--- src/common/abr_consts.svh ---
// ~~~~~~~~~~~~~~~~~~~~~~~~~~~~~~~~~~~~~~~~~~~~~~~~~~~~~~~~~
// ABR constants
// Bus widths, register map offsets and absorb round constants
// ~~~~~~~~~~~~~~~~~~~~~~~~~~~~~~~~~~~~~~~~~~~~~~~~~~~~~~~~~
`ifndef ABR_CONSTS_SVH
`define ABR_CONSTS_SVH

`define ABR_AXI_AW      8
`define ABR_DATA_W      32
`define ABR_MSG_W       64
`define ABR_STRB_W      8
`define ABR_PROG_AW     3
`define ABR_SEED_WORDS  8

// Absorb round mixing
`define ABR_MIX_CONST   64'h9e37_79b9_7f4a_7c15
`define ABR_ROT         13

// Register map, byte offsets
`define ABR_CTRL_OFS    8'h00
`define ABR_STATUS_OFS  8'h04
`define ABR_SEED0_OFS   8'h10
`define ABR_SEED7_OFS   8'h2C
`define ABR_RHO_LO_OFS  8'h40
`define ABR_RHO_HI_OFS  8'h44
`define ABR_RHOP_LO_OFS 8'h48
`define ABR_RHOP_HI_OFS 8'h4C
`define ABR_K_LO_OFS    8'h50
`define ABR_K_HI_OFS    8'h54

`define ABR_RESP_OKAY   2'b00
`define ABR_RESP_SLVERR 2'b10

`endif

--- src/common/abr_pkg.sv ---
// ~~~~~~~~~~~~~~~~~~~~~~~~~~~~~~~~~~~~~~~~~~~~~~~~~~~~~~~~~
// ABR package
// Command, source, destination, FSM and instruction types,
// plus the bundles between register block and controller
// ~~~~~~~~~~~~~~~~~~~~~~~~~~~~~~~~~~~~~~~~~~~~~~~~~~~~~~~~~
`default_nettype none

`include "abr_consts.svh"

package abr_pkg;

  typedef enum logic [1:0] {
    NONE    = 2'd0,
    KEYGEN  = 2'd1,
    SIGN    = 2'd2,
    VERIFY  = 2'd3
  } abr_cmd_e;

  typedef enum logic [1:0] {
    SRC_SEED  = 2'd0,
    SRC_RHO   = 2'd1,
    SRC_RHO_P = 2'd2
  } abr_src_e;

  typedef enum logic [1:0] {
    DEST_RHO   = 2'd0,
    DEST_RHO_P = 2'd1,
    DEST_K     = 2'd2
  } abr_dest_e;

  typedef enum logic [2:0] {
    IDLE,
    START,
    MSG_LOAD,
    SQUEEZE,
    DONE
  } abr_ctrl_fsm_e;

  typedef struct packed {
    logic        absorb_en;
    abr_src_e    src;
    abr_dest_e   dest;
    logic [7:0]  length;   // bytes before the iter beat
    logic [15:0] iter;
  } abr_instr_t;

  typedef struct packed {
    logic [`ABR_MSG_W-1:0]  data;
    logic [`ABR_STRB_W-1:0] strb;
  } abr_msg_t;

  typedef struct packed {
    abr_cmd_e                                     cmd;
    logic                                         zeroize;
    logic [`ABR_SEED_WORDS-1:0][`ABR_DATA_W-1:0]  seed;
  } abr_hwif_t;

  typedef struct packed {
    logic [`ABR_MSG_W-1:0] rho;
    logic [`ABR_MSG_W-1:0] rho_p;
    logic [`ABR_MSG_W-1:0] k;
    logic                  ready;
    logic                  valid;
    logic                  error;
  } abr_result_t;

  typedef logic [`ABR_PROG_AW-1:0] abr_prog_addr_t;

  // Sequencer program map
  localparam abr_prog_addr_t PROG_RESET = 3'd0;
  localparam abr_prog_addr_t PROG_KG_S  = 3'd1;
  localparam abr_prog_addr_t PROG_KG_E  = 3'd4;
  localparam abr_prog_addr_t PROG_ERROR = 3'd7;

endpackage

`default_nettype wire

--- src/rtl/abr_seq.sv ---
// ~~~~~~~~~~~~~~~~~~~~~~~~~~~~~~~~~~~~~~~~~~~~~~~~~~~~~~~~~
// ABR sequencer ROM
// Keygen program steps, read out through a registered port
// ~~~~~~~~~~~~~~~~~~~~~~~~~~~~~~~~~~~~~~~~~~~~~~~~~~~~~~~~~
`timescale 1ns/1ps
`default_nettype none

`include "abr_consts.svh"

module abr_seq (
  input  wire logic                   clk,
  input  wire logic                   rst_b,
  input  wire logic                   zeroize_i,
  input  wire logic                   en_i,
  input  wire abr_pkg::abr_prog_addr_t addr_i,
  output abr_pkg::abr_instr_t         data_o
);
  import abr_pkg::*;

  abr_instr_t rom_word;

  always_comb begin
    rom_word = '0;
    case (addr_i)
      PROG_KG_S: begin
        rom_word = '{absorb_en: 1'b1, src: SRC_SEED, dest: DEST_RHO,
                     length: 8'd32, iter: 16'd0};
      end
      PROG_KG_S + 3'd1: begin
        rom_word = '{absorb_en: 1'b1, src: SRC_RHO, dest: DEST_RHO_P,
                     length: 8'd8, iter: 16'd1};
      end
      PROG_KG_S + 3'd2: begin
        rom_word = '{absorb_en: 1'b1, src: SRC_RHO_P, dest: DEST_K,
                     length: 8'd8, iter: 16'd2};
      end
      default: rom_word = '0;
    endcase
  end

  // Behaves like a synchronous memory read
  always_ff @(posedge clk or negedge rst_b) begin
    if (!rst_b) begin
      data_o <= '0;
    end else if (zeroize_i) begin
      data_o <= '0;
    end else if (en_i) begin
      data_o <= rom_word;
    end
  end

endmodule

`default_nettype wire

--- src/abr_ctrl/abr_ctrl.sv ---
// ~~~~~~~~~~~~~~~~~~~~~~~~~~~~~~~~~~~~~~~~~~~~~~~~~~~~~~~~~
// ABR controller
// Program counter, per-step FSM feeding the absorb engine,
// and the RHO, RHO_P and K result registers
// ~~~~~~~~~~~~~~~~~~~~~~~~~~~~~~~~~~~~~~~~~~~~~~~~~~~~~~~~~
`timescale 1ns/1ps
`default_nettype none

`include "abr_consts.svh"

module abr_ctrl (
  input  wire logic                  clk,
  input  wire logic                  rst_b,
  input  wire abr_pkg::abr_hwif_t    hwif_i,
  output abr_pkg::abr_result_t       result_o,
  output logic                       start_o,
  output logic                       msg_valid_o,
  output abr_pkg::abr_msg_t          msg_o,
  input  wire logic                  msg_rdy_i,
  output logic                       squeeze_o,
  input  wire logic                  busy_i,
  input  wire logic                  digest_dv_i,
  input  wire logic [`ABR_MSG_W-1:0] digest_i
);
  import abr_pkg::*;

  abr_prog_addr_t prog_cntr;
  abr_prog_addr_t prog_cntr_nxt;
  abr_instr_t     instr;
  logic           seq_en;
  logic           step_busy;

  abr_ctrl_fsm_e  fsm_q;
  abr_ctrl_fsm_e  fsm_nxt;
  logic [4:0]     beat_cnt;
  logic           beat_hs;
  logic           msg_done;
  logic [`ABR_MSG_W-1:0] src_data;

  logic [`ABR_MSG_W-1:0] rho_q;
  logic [`ABR_MSG_W-1:0] rho_p_q;
  logic [`ABR_MSG_W-1:0] k_q;
  logic ready_q;
  logic valid_q;
  logic error_q;

  // Hold off the program while a step or the engine is still running
  assign step_busy = (fsm_nxt != IDLE) | busy_i;

  always_comb begin
    prog_cntr_nxt = prog_cntr;
    case (prog_cntr)
      PROG_RESET: begin
        case (hwif_i.cmd)
          KEYGEN:       prog_cntr_nxt = PROG_KG_S;
          SIGN, VERIFY: prog_cntr_nxt = PROG_ERROR;
          default:      prog_cntr_nxt = PROG_RESET;
        endcase
      end
      PROG_KG_E, PROG_ERROR: prog_cntr_nxt = PROG_RESET;
      default: begin
        if (!step_busy) begin
          prog_cntr_nxt = prog_cntr + 1'b1;
        end
      end
    endcase
  end

  always_ff @(posedge clk or negedge rst_b) begin
    if (!rst_b) begin
      prog_cntr <= PROG_RESET;
    end else if (hwif_i.zeroize) begin
      prog_cntr <= PROG_RESET;
    end else begin
      prog_cntr <= prog_cntr_nxt;
    end
  end

  // Fetch only on a counter move so the instruction tracks prog_cntr
  assign seq_en = (prog_cntr_nxt != prog_cntr);

  abr_seq abr_seq_i (
    .clk       (clk),
    .rst_b     (rst_b),
    .zeroize_i (hwif_i.zeroize),
    .en_i      (seq_en),
    .addr_i    (prog_cntr_nxt),
    .data_o    (instr)
  );

  // Seed beat n is {SEED[2n+1], SEED[2n]}
  always_comb begin
    case (instr.src)
      SRC_SEED: src_data = {hwif_i.seed[{beat_cnt[1:0], 1'b1}],
                            hwif_i.seed[{beat_cnt[1:0], 1'b0}]};
      SRC_RHO:   src_data = rho_q;
      SRC_RHO_P: src_data = rho_p_q;
      default:   src_data = '0;
    endcase
  end

  assign msg_done = (beat_cnt == instr.length[7:3]);
  assign beat_hs  = (fsm_q == MSG_LOAD) & msg_rdy_i;

  always_comb begin
    fsm_nxt     = fsm_q;
    start_o     = 1'b0;
    msg_valid_o = 1'b0;
    squeeze_o   = 1'b0;
    // Last beat carries only the 2-byte iteration count
    msg_o.data  = msg_done ? {{(`ABR_MSG_W-16){1'b0}}, instr.iter} : src_data;
    msg_o.strb  = msg_done ? 8'h03 : '1;
    case (fsm_q)
      IDLE: begin
        if (instr.absorb_en) fsm_nxt = START;
      end
      START: begin
        start_o = 1'b1;
        fsm_nxt = MSG_LOAD;
      end
      MSG_LOAD: begin
        msg_valid_o = 1'b1;
        if (msg_rdy_i && msg_done) fsm_nxt = SQUEEZE;
      end
      SQUEEZE: begin
        squeeze_o = 1'b1;
        fsm_nxt   = DONE;
      end
      DONE: begin
        if (digest_dv_i) fsm_nxt = IDLE;
      end
      default: fsm_nxt = IDLE;
    endcase
  end

  always_ff @(posedge clk or negedge rst_b) begin
    if (!rst_b) begin
      fsm_q    <= IDLE;
      beat_cnt <= '0;
    end else if (hwif_i.zeroize) begin
      fsm_q    <= IDLE;
      beat_cnt <= '0;
    end else begin
      fsm_q <= fsm_nxt;
      if (beat_hs) begin
        beat_cnt <= msg_done ? 5'd0 : beat_cnt + 5'd1;
      end
    end
  end

  always_ff @(posedge clk or negedge rst_b) begin
    if (!rst_b) begin
      {rho_q, rho_p_q, k_q} <= '0;
    end else if (hwif_i.zeroize) begin
      {rho_q, rho_p_q, k_q} <= '0;
    end else if (fsm_q == DONE && digest_dv_i) begin
      case (instr.dest)
        DEST_RHO:   rho_q   <= digest_i;
        DEST_RHO_P: rho_p_q <= digest_i;
        DEST_K:     k_q     <= digest_i;
        default:    k_q     <= k_q;
      endcase
    end
  end

  // Status flags, valid and error cleared by accepted commands
  always_ff @(posedge clk or negedge rst_b) begin
    if (!rst_b) begin
      ready_q <= 1'b1;
      valid_q <= 1'b0;
      error_q <= 1'b0;
    end else if (hwif_i.zeroize) begin
      ready_q <= 1'b1;
      valid_q <= 1'b0;
      error_q <= 1'b0;
    end else begin
      ready_q <= (prog_cntr_nxt == PROG_RESET);
      if (prog_cntr == PROG_RESET && hwif_i.cmd != NONE) begin
        valid_q <= 1'b0;
      end else if (prog_cntr == PROG_KG_E) begin
        valid_q <= 1'b1;
      end
      if (prog_cntr == PROG_RESET && hwif_i.cmd == KEYGEN) begin
        error_q <= 1'b0;
      end else if (prog_cntr == PROG_ERROR) begin
        error_q <= 1'b1;
      end
    end
  end

  always_comb begin
    result_o.rho   = rho_q;
    result_o.rho_p = rho_p_q;
    result_o.k     = k_q;
    result_o.ready = ready_q;
    result_o.valid = valid_q;
    result_o.error = error_q;
  end

endmodule

`default_nettype wire

--- src/rtl/abr_reg_axil.sv ---
// ~~~~~~~~~~~~~~~~~~~~~~~~~~~~~~~~~~~~~~~~~~~~~~~~~~~~~~~~~
// ABR AXI4-Lite register block
// Control pulses, status, seed storage and result readback
// ~~~~~~~~~~~~~~~~~~~~~~~~~~~~~~~~~~~~~~~~~~~~~~~~~~~~~~~~~
`timescale 1ns/1ps
`default_nettype none

`include "abr_consts.svh"

module abr_reg_axil (
  input  wire logic                      clk,
  input  wire logic                      rst_b,
  input  wire logic [`ABR_AXI_AW-1:0]    s_awaddr_i,
  input  wire logic                      s_awvalid_i,
  output logic                           s_awready_o,
  input  wire logic [`ABR_DATA_W-1:0]    s_wdata_i,
  input  wire logic [`ABR_DATA_W/8-1:0]  s_wstrb_i,
  input  wire logic                      s_wvalid_i,
  output logic                           s_wready_o,
  output logic [1:0]                     s_bresp_o,
  output logic                           s_bvalid_o,
  input  wire logic                      s_bready_i,
  input  wire logic [`ABR_AXI_AW-1:0]    s_araddr_i,
  input  wire logic                      s_arvalid_i,
  output logic                           s_arready_o,
  output logic [`ABR_DATA_W-1:0]         s_rdata_o,
  output logic [1:0]                     s_rresp_o,
  output logic                           s_rvalid_o,
  input  wire logic                      s_rready_i,
  output abr_pkg::abr_hwif_t             hwif_o,
  input  wire abr_pkg::abr_result_t      result_i
);
  import abr_pkg::*;

  logic [`ABR_AXI_AW-1:0] aw_aln, aw_rel;
  logic [`ABR_AXI_AW-1:0] ar_aln, ar_rel;
  logic wr_hs, rd_hs;
  logic aw_seed, aw_err;
  logic ar_seed, rd_err;
  logic [`ABR_DATA_W-1:0] rd_word;
  logic [2:0] ctrl_q;
  logic [2:0] pulse_q;
  logic [`ABR_SEED_WORDS-1:0][`ABR_DATA_W-1:0] seed_q;

  assign aw_aln  = {s_awaddr_i[`ABR_AXI_AW-1:2], 2'b00};
  assign ar_aln  = {s_araddr_i[`ABR_AXI_AW-1:2], 2'b00};
  assign aw_rel  = aw_aln - `ABR_SEED0_OFS;
  assign ar_rel  = ar_aln - `ABR_SEED0_OFS;
  assign aw_seed = (aw_aln >= `ABR_SEED0_OFS) && (aw_aln <= `ABR_SEED7_OFS);
  assign ar_seed = (ar_aln >= `ABR_SEED0_OFS) && (ar_aln <= `ABR_SEED7_OFS);
  // Only CTRL and the seed words are writable
  assign aw_err  = !(aw_seed || aw_aln == `ABR_CTRL_OFS);

  // Address and data accepted together, one write in flight
  assign wr_hs       = s_awvalid_i & s_wvalid_i & ~s_bvalid_o;
  assign s_awready_o = wr_hs;
  assign s_wready_o  = wr_hs;
  assign s_arready_o = ~s_rvalid_o;
  assign rd_hs       = s_arvalid_i & ~s_rvalid_o;

  always_ff @(posedge clk or negedge rst_b) begin
    if (!rst_b) begin
      s_bvalid_o <= 1'b0;
      s_bresp_o  <= `ABR_RESP_OKAY;
      ctrl_q     <= '0;
      pulse_q    <= '0;
    end else begin
      // CTRL self-clears, its pulse follows one cycle later
      pulse_q <= ctrl_q;
      ctrl_q  <= '0;
      if (wr_hs) begin
        s_bvalid_o <= 1'b1;
        s_bresp_o  <= aw_err ? `ABR_RESP_SLVERR : `ABR_RESP_OKAY;
        if (aw_aln == `ABR_CTRL_OFS && s_wstrb_i[0]) begin
          ctrl_q <= s_wdata_i[2:0];
        end
      end else if (s_bready_i) begin
        s_bvalid_o <= 1'b0;
      end
    end
  end

  always_ff @(posedge clk or negedge rst_b) begin
    if (!rst_b) begin
      seed_q <= '0;
    end else if (pulse_q[2]) begin
      seed_q <= '0;
    end else if (wr_hs && aw_seed) begin
      for (int b = 0; b < `ABR_DATA_W/8; b++) begin
        if (s_wstrb_i[b]) begin
          seed_q[aw_rel[4:2]][8*b +: 8] <= s_wdata_i[8*b +: 8];
        end
      end
    end
  end

  always_comb begin
    hwif_o.cmd     = abr_cmd_e'(pulse_q[1:0]);
    hwif_o.zeroize = pulse_q[2];
    hwif_o.seed    = seed_q;
  end

  always_comb begin
    rd_word = '0;
    rd_err  = 1'b0;
    if (ar_seed) begin
      rd_word = seed_q[ar_rel[4:2]];
    end else begin
      case (ar_aln)
        `ABR_CTRL_OFS:    rd_word = '0;
        `ABR_STATUS_OFS:  rd_word = {{(`ABR_DATA_W-3){1'b0}}, result_i.error,
                                     result_i.valid, result_i.ready};
        `ABR_RHO_LO_OFS:  rd_word = result_i.rho[31:0];
        `ABR_RHO_HI_OFS:  rd_word = result_i.rho[63:32];
        `ABR_RHOP_LO_OFS: rd_word = result_i.rho_p[31:0];
        `ABR_RHOP_HI_OFS: rd_word = result_i.rho_p[63:32];
        `ABR_K_LO_OFS:    rd_word = result_i.k[31:0];
        `ABR_K_HI_OFS:    rd_word = result_i.k[63:32];
        default:          rd_err  = 1'b1;
      endcase
    end
  end

  // Read data sampled at AR acceptance
  always_ff @(posedge clk or negedge rst_b) begin
    if (!rst_b) begin
      s_rvalid_o <= 1'b0;
      s_rresp_o  <= `ABR_RESP_OKAY;
      s_rdata_o  <= '0;
    end else if (rd_hs) begin
      s_rvalid_o <= 1'b1;
      s_rresp_o  <= rd_err ? `ABR_RESP_SLVERR : `ABR_RESP_OKAY;
      s_rdata_o  <= rd_word;
    end else if (s_rready_i) begin
      s_rvalid_o <= 1'b0;
    end
  end

endmodule

`default_nettype wire

--- src/rtl/abr_absorb.sv ---
// ~~~~~~~~~~~~~~~~~~~~~~~~~~~~~~~~~~~~~~~~~~~~~~~~~~~~~~~~~
// ABR absorb engine
// Folds strobed message beats into a 64-bit state with
// two-cycle rounds, then squeezes the state out as digest
// ~~~~~~~~~~~~~~~~~~~~~~~~~~~~~~~~~~~~~~~~~~~~~~~~~~~~~~~~~
`timescale 1ns/1ps
`default_nettype none

`include "abr_consts.svh"

module abr_absorb (
  input  wire logic               clk,
  input  wire logic               rst_b,
  input  wire logic               zeroize_i,
  input  wire logic               start_i,
  input  wire logic               msg_valid_i,
  input  wire abr_pkg::abr_msg_t  msg_i,
  output logic                    msg_rdy_o,
  input  wire logic               squeeze_i,
  output logic                    busy_o,
  output logic                    digest_dv_o,
  output logic [`ABR_MSG_W-1:0]   digest_o
);

  logic [`ABR_MSG_W-1:0] state_q;
  logic [`ABR_MSG_W-1:0] masked;
  logic [`ABR_MSG_W-1:0] mixed;
  logic                  phase_q;
  logic [1:0]            sq_cnt;

  always_comb begin
    for (int i = 0; i < `ABR_STRB_W; i++) begin
      masked[8*i +: 8] = msg_i.strb[i] ? msg_i.data[8*i +: 8] : 8'h00;
    end
  end

  // Second round cycle: rotate left then add the constant
  assign mixed = ((state_q << `ABR_ROT) | (state_q >> (`ABR_MSG_W - `ABR_ROT)))
                 + `ABR_MIX_CONST;

  assign msg_rdy_o = ~phase_q;
  assign digest_o  = state_q;

  always_ff @(posedge clk or negedge rst_b) begin
    if (!rst_b) begin
      state_q     <= '0;
      phase_q     <= 1'b0;
      busy_o      <= 1'b0;
      sq_cnt      <= '0;
      digest_dv_o <= 1'b0;
    end else if (zeroize_i) begin
      state_q     <= '0;
      phase_q     <= 1'b0;
      busy_o      <= 1'b0;
      sq_cnt      <= '0;
      digest_dv_o <= 1'b0;
    end else begin
      digest_dv_o <= 1'b0;
      if (start_i) begin
        state_q <= '0;
        phase_q <= 1'b0;
        busy_o  <= 1'b1;
      end else if (msg_valid_i && msg_rdy_o) begin
        state_q <= state_q ^ masked;
        phase_q <= 1'b1;
      end else if (phase_q) begin
        state_q <= mixed;
        phase_q <= 1'b0;
      end
      // Digest valid three cycles after squeeze
      if (squeeze_i) begin
        sq_cnt <= 2'd1;
      end else if (sq_cnt == 2'd2) begin
        sq_cnt      <= 2'd0;
        digest_dv_o <= 1'b1;
        busy_o      <= 1'b0;
      end else if (sq_cnt != 2'd0) begin
        sq_cnt <= sq_cnt + 2'd1;
      end
    end
  end

endmodule

`default_nettype wire

--- src/rtl/abr_top.sv ---
// ~~~~~~~~~~~~~~~~~~~~~~~~~~~~~~~~~~~~~~~~~~~~~~~~~~~~~~~~~
// ABR top level
// Register block, controller and absorb engine
// ~~~~~~~~~~~~~~~~~~~~~~~~~~~~~~~~~~~~~~~~~~~~~~~~~~~~~~~~~
`timescale 1ns/1ps
`default_nettype none

`include "abr_consts.svh"

module abr_top (
  input  wire logic                      clk,
  input  wire logic                      rst_b,
  input  wire logic [`ABR_AXI_AW-1:0]    s_awaddr_i,
  input  wire logic                      s_awvalid_i,
  output logic                           s_awready_o,
  input  wire logic [`ABR_DATA_W-1:0]    s_wdata_i,
  input  wire logic [`ABR_DATA_W/8-1:0]  s_wstrb_i,
  input  wire logic                      s_wvalid_i,
  output logic                           s_wready_o,
  output logic [1:0]                     s_bresp_o,
  output logic                           s_bvalid_o,
  input  wire logic                      s_bready_i,
  input  wire logic [`ABR_AXI_AW-1:0]    s_araddr_i,
  input  wire logic                      s_arvalid_i,
  output logic                           s_arready_o,
  output logic [`ABR_DATA_W-1:0]         s_rdata_o,
  output logic [1:0]                     s_rresp_o,
  output logic                           s_rvalid_o,
  input  wire logic                      s_rready_i
);
  import abr_pkg::*;

  abr_hwif_t             hwif;
  abr_result_t           result;
  abr_msg_t              msg;
  logic                  start;
  logic                  msg_valid;
  logic                  msg_rdy;
  logic                  squeeze;
  logic                  busy;
  logic                  digest_dv;
  logic [`ABR_MSG_W-1:0] digest;

  abr_reg_axil abr_reg_axil_i (
    .clk         (clk),
    .rst_b       (rst_b),
    .s_awaddr_i  (s_awaddr_i),
    .s_awvalid_i (s_awvalid_i),
    .s_awready_o (s_awready_o),
    .s_wdata_i   (s_wdata_i),
    .s_wstrb_i   (s_wstrb_i),
    .s_wvalid_i  (s_wvalid_i),
    .s_wready_o  (s_wready_o),
    .s_bresp_o   (s_bresp_o),
    .s_bvalid_o  (s_bvalid_o),
    .s_bready_i  (s_bready_i),
    .s_araddr_i  (s_araddr_i),
    .s_arvalid_i (s_arvalid_i),
    .s_arready_o (s_arready_o),
    .s_rdata_o   (s_rdata_o),
    .s_rresp_o   (s_rresp_o),
    .s_rvalid_o  (s_rvalid_o),
    .s_rready_i  (s_rready_i),
    .hwif_o      (hwif),
    .result_i    (result)
  );

  abr_ctrl abr_ctrl_i (
    .clk         (clk),
    .rst_b       (rst_b),
    .hwif_i      (hwif),
    .result_o    (result),
    .start_o     (start),
    .msg_valid_o (msg_valid),
    .msg_o       (msg),
    .msg_rdy_i   (msg_rdy),
    .squeeze_o   (squeeze),
    .busy_i      (busy),
    .digest_dv_i (digest_dv),
    .digest_i    (digest)
  );

  abr_absorb abr_absorb_i (
    .clk         (clk),
    .rst_b       (rst_b),
    .zeroize_i   (hwif.zeroize),
    .start_i     (start),
    .msg_valid_i (msg_valid),
    .msg_i       (msg),
    .msg_rdy_o   (msg_rdy),
    .squeeze_i   (squeeze),
    .busy_o      (busy),
    .digest_dv_o (digest_dv),
    .digest_o    (digest)
  );

endmodule

`default_nettype wire

--- config.mk ---
export PLATFORM = sky130hd
export DESIGN_NAME = abr_top
export DESIGN_NICKNAME = d
export VERILOG_FILES = /design/src/common/abr_pkg.sv /design/src/rtl/abr_seq.sv /design/src/abr_ctrl/abr_ctrl.sv /design/src/rtl/abr_reg_axil.sv /design/src/rtl/abr_absorb.sv /design/src/rtl/abr_top.sv
export VERILOG_INCLUDE_DIRS = /design/src /design/src/common
export SDC_FILE = /design/constraint.sdc
export NUM_CORES = 1
export LEC_CHECK = 0
export ABC_CLOCK_PERIOD_IN_PS = 4800
export BUFFER_PORTS_ARGS = -buffer_cell sky130_fd_sc_hd__buf_2
export CAP_MARGIN = 25
export CORE_MARGIN = 2
export CORE_UTILIZATION = 50
export DETAILED_ROUTE_END_ITERATION = 6
export PLACE_DENSITY = 0.68
export SKIP_LAST_GASP = 1
export SYNTH_ARGS = -nofsm -noshare
export SYNTH_HDL_FRONTEND = slang
export SYNTH_SLANG_ARGS = --single-unit
--- constraint.sdc ---
create_clock -name clk -period 4.8 [get_ports clk]
set_clock_uncertainty 0.05 [all_clocks]
set_input_delay 0.96 -clock clk [delete_from_list [all_inputs] [get_ports clk]]
set_output_delay 0.96 -clock clk [all_outputs]
set_load 0.02 [all_outputs]
### Word-level counts from Yosys, hierarchy flattened

Index checks and enable logic that the tools add are counted.

| word-level totals | value |
|---|---|
| bits in registers | 604 |
| output and inout bits | 41 |
| word-level logic and storage cells | 230 |

| cells by class | value |
|---|---|
| add/subtract/negate cells | 6 |
| magnitude comparators | 9 |
| equal/unequal tests | 26 |
| multiplexer cells | 105 |
| bitwise gates (word level) | 10 |
| reductions and logical operators | 40 |

Operators by type and width:

| operator | count |
|---|---|
| 256-bit two-way mux | 12 |
| 256-bit bitwise mux | 4 |
| 64-bit two-way mux | 14 |
| 32-bit demux with 3-bit select | 4 |
| 32-bit case mux with 7 select lines | 1 |
| 64-bit case mux with 3 select lines | 1 |
| 32-bit two-way mux | 5 |
| 32-bit binary-select mux with 2-bit select | 2 |
| 32-bit binary-select mux with 3-bit select | 1 |
| 29-bit case mux with 3 select lines | 1 |
| 8-bit two-way mux | 10 |
| 64-bit adder (second input constant) | 1 |
| 64-bit by 13-bit bitwise OR with 64-bit output | 1 |
| 64-bit XOR | 1 |
| 29-bit two-way mux | 2 |
| 6-bit by 5-bit == test with 1-bit output (second input constant) | 6 |
| 1-bit two-way mux | 26 |
| 24-bit two-way mux | 1 |
| 3-bit two-way mux | 8 |
| 2-bit nonzero test | 11 |
| 8-bit by 5-bit >= comparator with 1-bit output (second input constant) | 2 |
| 8-bit by 6-bit <= comparator with 1-bit output (second input constant) | 2 |
| 8-bit zero test | 2 |
| 3-bit by 4-bit less-than comparator with 1-bit output (second input constant) | 4 |
| other kinds (30) | 74 |

### Depth between registers and ports, before layout

| depth | value |
|---|---|
| depth in word-level cells | 21 |
| depth in mapped cells | 11 |
| depth with buffers taken out | 9 |

### Hierarchy

Synthesis repeated with hierarchy kept, for this count alone.

| second synthesis, totals | value |
|---|---|
| cell total of the unflattened synthesis | 3,496 |
| area, all modules | 33,485.9 um^2 |

Modules (own cells, without submodules):

| module | instances | cells each | area each (um^2) | seq. area each (um^2) |
|---|---|---|---|---|
| abr_reg_axil | 1 | 1,458 | 16,024.1 | 7,457.2 |
| abr_ctrl | 1 | 1,330 | 11,668.7 | 5,156.2 |
| abr_absorb | 1 | 659 | 5,366.4 | 1,726.7 |
| abr_seq | 1 | 49 | 426.7 | 125.1 |

### Least setup slack after synthesis

Ideal clock, no wire load.

| timing path | value |
|---|---|
| path type | input-to-reg |
| from | in s_araddr_i[3] |
| to | reg abr_reg_axil_i.s_rdata_o[21] |
| library setup time | 0.138 ns |
| data arrival time | 2.769 ns |
| required time | 4.612 ns |
| setup slack | 1.842 ns |
| cell stages on the path | 8 |
| path through | clkbuf_1 buf_2 buf_2 mux4_2 mux2i_1 nor2_1 a21oi_1 a31oi_1 |

| on the way | value |
|---|---|
| longest elaborated chain between the ends | 4 |
| elaborated cells on any way between the ends | 15 |

Ends and longest elaborated chain:

| element | line | source |
|---|---|---|
| start: declaration | abr_top.sv:23 | `` input wire logic [`ABR_AXI_AW-1:0] s_araddr_i, `` |
| 5-bit subtractor (no line) | - |  |
| 32-bit binary-select mux with 3-bit select | abr_reg_axil.sv:107 | `rd_word = seed_q[ar_rel[4:2]];` |
| 32-bit two-way mux (not written as such) | abr_reg_axil.sv:107 |  |
| 32-bit two-way mux (*) | abr_reg_axil.sv:106 | `if (ar_seed) begin` |
| end signal: assignment | abr_reg_axil.sv:133 | `s_rdata_o <= rd_word;` |
| end: declaration | abr_reg_axil.sv:26 | `` output logic [`ABR_DATA_W-1:0] s_rdata_o, `` |

Mark *: on every way between the ends. The rest lies on a longest branch, timed or not. The select of a mux whose other input is x is not followed.
A chain may end at the register's enable or synchronous reset.

### Worst setup path in the final report

| timing path | value |
|---|---|
| from | reg abr_absorb_i.state_q[2] (netlist: abr_absorb_i.digest_o[2]) |
| to | reg abr_absorb_i.state_q[56] (netlist: abr_absorb_i.digest_o[56]) |

| on the way | value |
|---|---|
| longest elaborated chain between the ends | 6 |

Ends and longest elaborated chain:

| element | line | source |
|---|---|---|
| start: declaration | abr_absorb.sv:25 | `` logic [`ABR_MSG_W-1:0] state_q; `` |
| start signal: assignment | abr_absorb.sv:64 | `state_q <= state_q ^ masked;` |
| start signal: assignment | abr_absorb.sv:67 | `state_q <= mixed;` |
| 64-bit by 13-bit bitwise OR with 64-bit output | abr_absorb.sv:38 | `` assign mixed = ((state_q << `ABR_ROT) \| (state_q >> (`ABR_MSG_W - `ABR_ROT))) `` |
| 64-bit adder (no line) | - |  |
| 64-bit two-way mux | abr_absorb.sv:66 | `end else if (phase_q) begin` |
| 64-bit two-way mux | abr_absorb.sv:63 | `end else if (msg_valid_i && msg_rdy_o) begin` |
| 64-bit two-way mux | abr_absorb.sv:59 | `if (start_i) begin` |
| 64-bit two-way mux | abr_absorb.sv:51 | `end else if (zeroize_i) begin` |

Every way passes these cells. The select of a mux whose other input is x is not followed.

==> key figures <==
Global route
  – Initial antenna violation count: 4
  – Grt ovf: 0
  – GR Util met1: approximately 47%
  – GR peak layer: met2
  – Met3 usage: 7.86%
  – Vias in the first global route: roughly 27000
  – First-pass GRT wire length: 172000 um
  – Gr usage total: approximately a third
  – Met2 usage: between 50 and 60%
  – Largest net degree at the start of global routing: roughly 120

Route
  – Vias: ~28000
  – Wire per inst: approximately 27 um
  – DRT iter0 DRCs: about 3600
  – Via density: approximately 6.7
  – DRT Wirelength: between 100000 and 150000 um
  – Remaining DRCs: 6
  – Routed Antenna Nets: 0
  – Pre-Repair DR Iteration Count: 7

Setup path
  – Crit-path cells: a211oi_1 -> nor4_1 -> o2bb2ai_1 -> o31ai_4 -> o21ai_2 -> or4_1 -> nand4_1
  – Type of origin of the critical path: register
  – Setup Crit Path Kind: register to register
  – Slowest cell on crit path: dfrtp_1
  – CP top delay family: simple AND/OR/NAND/NOR gates
  – Worst-path maximum fanout: 11
  – Worst setup EP type: register
  – WP data arrival: 3.72 ns
  – Worst path required time: between 5 and 6 ns
  – CP Buf/Inv Count: 0
  – R2R Setup Slk: 1.61 ns
  – CP peak stage delay: between 0.7 and 0.8 ns

Synthesis
  – Dominant synthesized flop cell: dfrtp_1
  – Syn Inst Count: 3387
  – Mux cell area share after synthesis: roughly an eighth
  – Yosys reg bits: between 500 and 600
  – Synth Area in Compound Gates: about a fifth
  – EDFF count, synth: 0
  – Largest family of logic cells by synthesized area: compound AO/OA/AOI/OAI gates
  – Yosys cell types: 85
  – Synth Area per Inst: between 9 and 10 um2
  – Total number of yosys warnings: 0
  – Mapped cell area: approximately 32000 um2
  – Register area share after synthesis: a little under half
  – Post-Synth Adder-Cell Area: less than 1%
  – Simple logic cell fraction of the synthesized area: 15.8%
  – Asr flop ratio synth: 100%
  – Synth Area in XOR/XNOR: about 1.4%

Clock network
  – Worst-Skew Late Latency: 0.68 ns
  – Post-cts sizing count: 0
  – Clk slew on worst S/H paths: approximately 0.060 ns
  – CTS Sinks: between 500 and 600
  – CTS root buf: clkbuf_16
  – Number of CTS-inserted buffers: 61
  – Postcts setup bufs: 0
  – Hold_buf cts: 0
  – TritonCTS clock tree: yes
  – CTS max path bufs: 3
  – H-tree depth: 2

Floorplanning
  – # IOs: 100
  – Core area: between 60000 and 70000 um2
  – Die ar.: about 65000 um2
  – Chip height: roughly 260 um
  – Std-Cell Rows: between 90 and 100
  – Die Wd: 256 um
  – Starting Density: about 50%

STA
  – Pins Over Slew Limit: 0
  – Worst Max-Slew Pin Slew: about 1.1 ns
  – Fmax: between 300 and 400 MHz
  – Count of final setup violators: 0
  – Final TNS setup: 0 ns
  – Final period util: 66.4%
  – Slew margin rel.: 27.8%
  – Final hold vios: 0
  – Final min period: ~3.2 ns
  – RSZ-0062 raised after global routing: no

Placement
  – DP Area: 32800 um2
  – Post-DP HPWL: 74500 um
  – Port Buffers: between 90 and 100
  – Final GP Congestion: approximately 1

Finish
  – Total area of sequential cells: 14500 um2
  – Ant diodes: 0
  – Post-route cell area: 34900 um2
  – Area grow syn2layout: 10.1%
  – # fillers: approximately 5500
  – Share of post-route cells with drive strength above 1: 13.8%
  – Area occupied by multi-input gates: roughly 16000 um2
  – Layout Nets: between 3000 and 4000

Power
  – Internal power of the cells: around 0.0096 W
  – Combinational Power Share: 27.0%
  – Sw Share: around two fifths
  – Clock Power Share: just over 30%
  – Sequential power share: a little over two fifths
  – Worst VDD drop: about 0.00046 V
  – LEAKAGE: roughly 14 nW
  – NetSw: 0.00597 W
  – Power Dens Cells: about 450 nW/um2

Worst hold path
  – Worst min path class: primary input to asynchronous set/reset pin

Outcome
  – Outcome: complete, but fails checks
  – Failing checks: design-rule violations

Job
  – Max Cap Viol: 0
power by group through the flow:
stage / logic [W] / clock network (W) / registers (W)
final: 0.00421 / 0.00486 / 0.00650
after global routing: 0.00455 / 0.00509 / 0.00654
after CTS: 0.00413 / 0.00486 / 0.00644
after detailed placement: 0.00411 / 0 / 0.00653
after global placement: 0.00394 / 0 / 0.00652
after floorplan: 0.00318 / 0 / 0.00574
final timing paths:
check / start / endpoint / depth (start not counted)
max in group asynchronous: rst_b / abr_reg_axil_i.hwif_o[205] / 2
worst max register to register: abr_absorb_i.digest_o[2] / abr_absorb_i.digest_o[56] / 7
worst max-delay path: abr_absorb_i.digest_o[2] / abr_absorb_i.digest_o[56] / 7
worst min register to register: abr_reg_axil_i.ctrl_q[2] / abr_reg_axil_i.pulse_q[2] / 0
min in group clk: abr_reg_axil_i.ctrl_q[2] / abr_reg_axil_i.pulse_q[2] / 0
worst min-delay path: rst_b / abr_absorb_i.sq_cnt[1] / 1
routing by layer:
layer	wire length, um	vias to the layer above
li1	-	12132
met1	44100	14006
met2	51900	1716
met3	12400	327
met4	5060	4
met5	64	-
cells in the mapped netlist (all sizes together), types with 3 or more instances:
master   number  area, um2
nand3        35        175
mux2i        78        781
xnor2        34        298
and3         14       87.6
a221o         9       90.1
nor4b         3       26.3
buf          64        302
o22ai        11       68.8
xor2         18        158
nand3b        8       60.1
a21oi       348       1740
o21ai       138        694
dfrtp       577      14400
inv          27        101
nor2b        11       68.8
mux4        130       2930
a222oi       31        310
or2          10       62.6
a22oi        14        105
nand2b       55        344
ha            5       62.6
nor3b         5       37.5
a221oi       53        464
o31ai       260       1970
a211oi       10       75.1
o221ai        7       61.3
and2         15       93.8
nand2       767       2880
o211ai       12       90.1
a211o         6       52.6
or3           7       48.8
nor2        157        589
clkbuf      275       1030
a21o          5       37.5
nor3         42        210
or4           4       30.0
a31oi        38        244
nand4         9       56.3
o21a          7       52.6
a2bb2oi      23        201
nor4         22        159
mux2          5       56.3
a311oi        4       35.0
cells in the final DEF, fill, tap and decap left out, types with 31 or more instances in the layout:
cell type and count:
a222oi_1 31, nand2b_1 55, nand2_1 761, a31oi_1 37, o31ai_1 259, clkbuf_16 61, mux4_2 130, buf_4 78
mux2i_1 78, nand3_1 35, dfrtp_1 572, nor3_1 39, o21ai_0 134, nor2_1 154, buf_2 91, a21oi_1 343
xnor2_1 34, a221oi_1 53
final cells by class:
cell class,instances,share of cell area [%]
clock inverters,16,0.538
flip-flops and latches,578,41.5
inverters,27,0.291
well taps,846,3.03
clock buffers,97,5.31
repair buffers,183,3.78
multi-input cells,2444,45.5
state kept, by name, indices dropped and copies added (netlist names), 2 cells and up:
| name | cells |
|---|---|
| abr_ctrl_i.rho_q | 64 |
| abr_ctrl_i.k_q | 64 |
| abr_reg_axil_i.pulse_q | 3 |
| abr_ctrl_i.fsm_q | 3 |
| abr_absorb_i.sq_cnt | 2 |
| abr_ctrl_i.prog_cntr | 3 |
| abr_ctrl_i.rho_p_q | 64 |
| abr_ctrl_i.beat_cnt | 5 |
| abr_reg_axil_i.s_rdata_o | 32 |
| abr_reg_axil_i.ctrl_q | 3 |
| abr_absorb_i.digest_o | 64 |
| abr_ctrl_i.abr_seq_i.data_o | 5 |
| abr_reg_axil_i.hwif_o | 256 |
cell families after synthesis:
group,count (synthesis)
AOI/OAI and AO/OA,1000
xor gates and xnor gates,52
adders and majority gates,5
DFF,578
other,1
buffers and inverters,366
muxes,213
and+or+nand+nor,1172
metrics by stage:
| step | utilization (%) | hold WS (ns) | power (W) | cells | setup WS [ns] |
|---|---|---|---|---|---|
| floorplan | - | 0.281 | 0.00892 | 3388 | 1.84 |
| global placement | 52.1 | 0.283 | 0.0105 | 4073 | 1.56 |
| detailed placement | 52.2 | 0.295 | 0.0106 | 4077 | 1.55 |
| CTS | 55.5 | 0.309 | 0.0154 | 4190 | 1.71 |
| global route | 55.5 | 0.318 | 0.0162 | 4191 | 1.48 |
| finish | 55.5 | 0.294 | 0.0156 | 4191 | 1.61 |
Power figures use the tool's default switching activity.
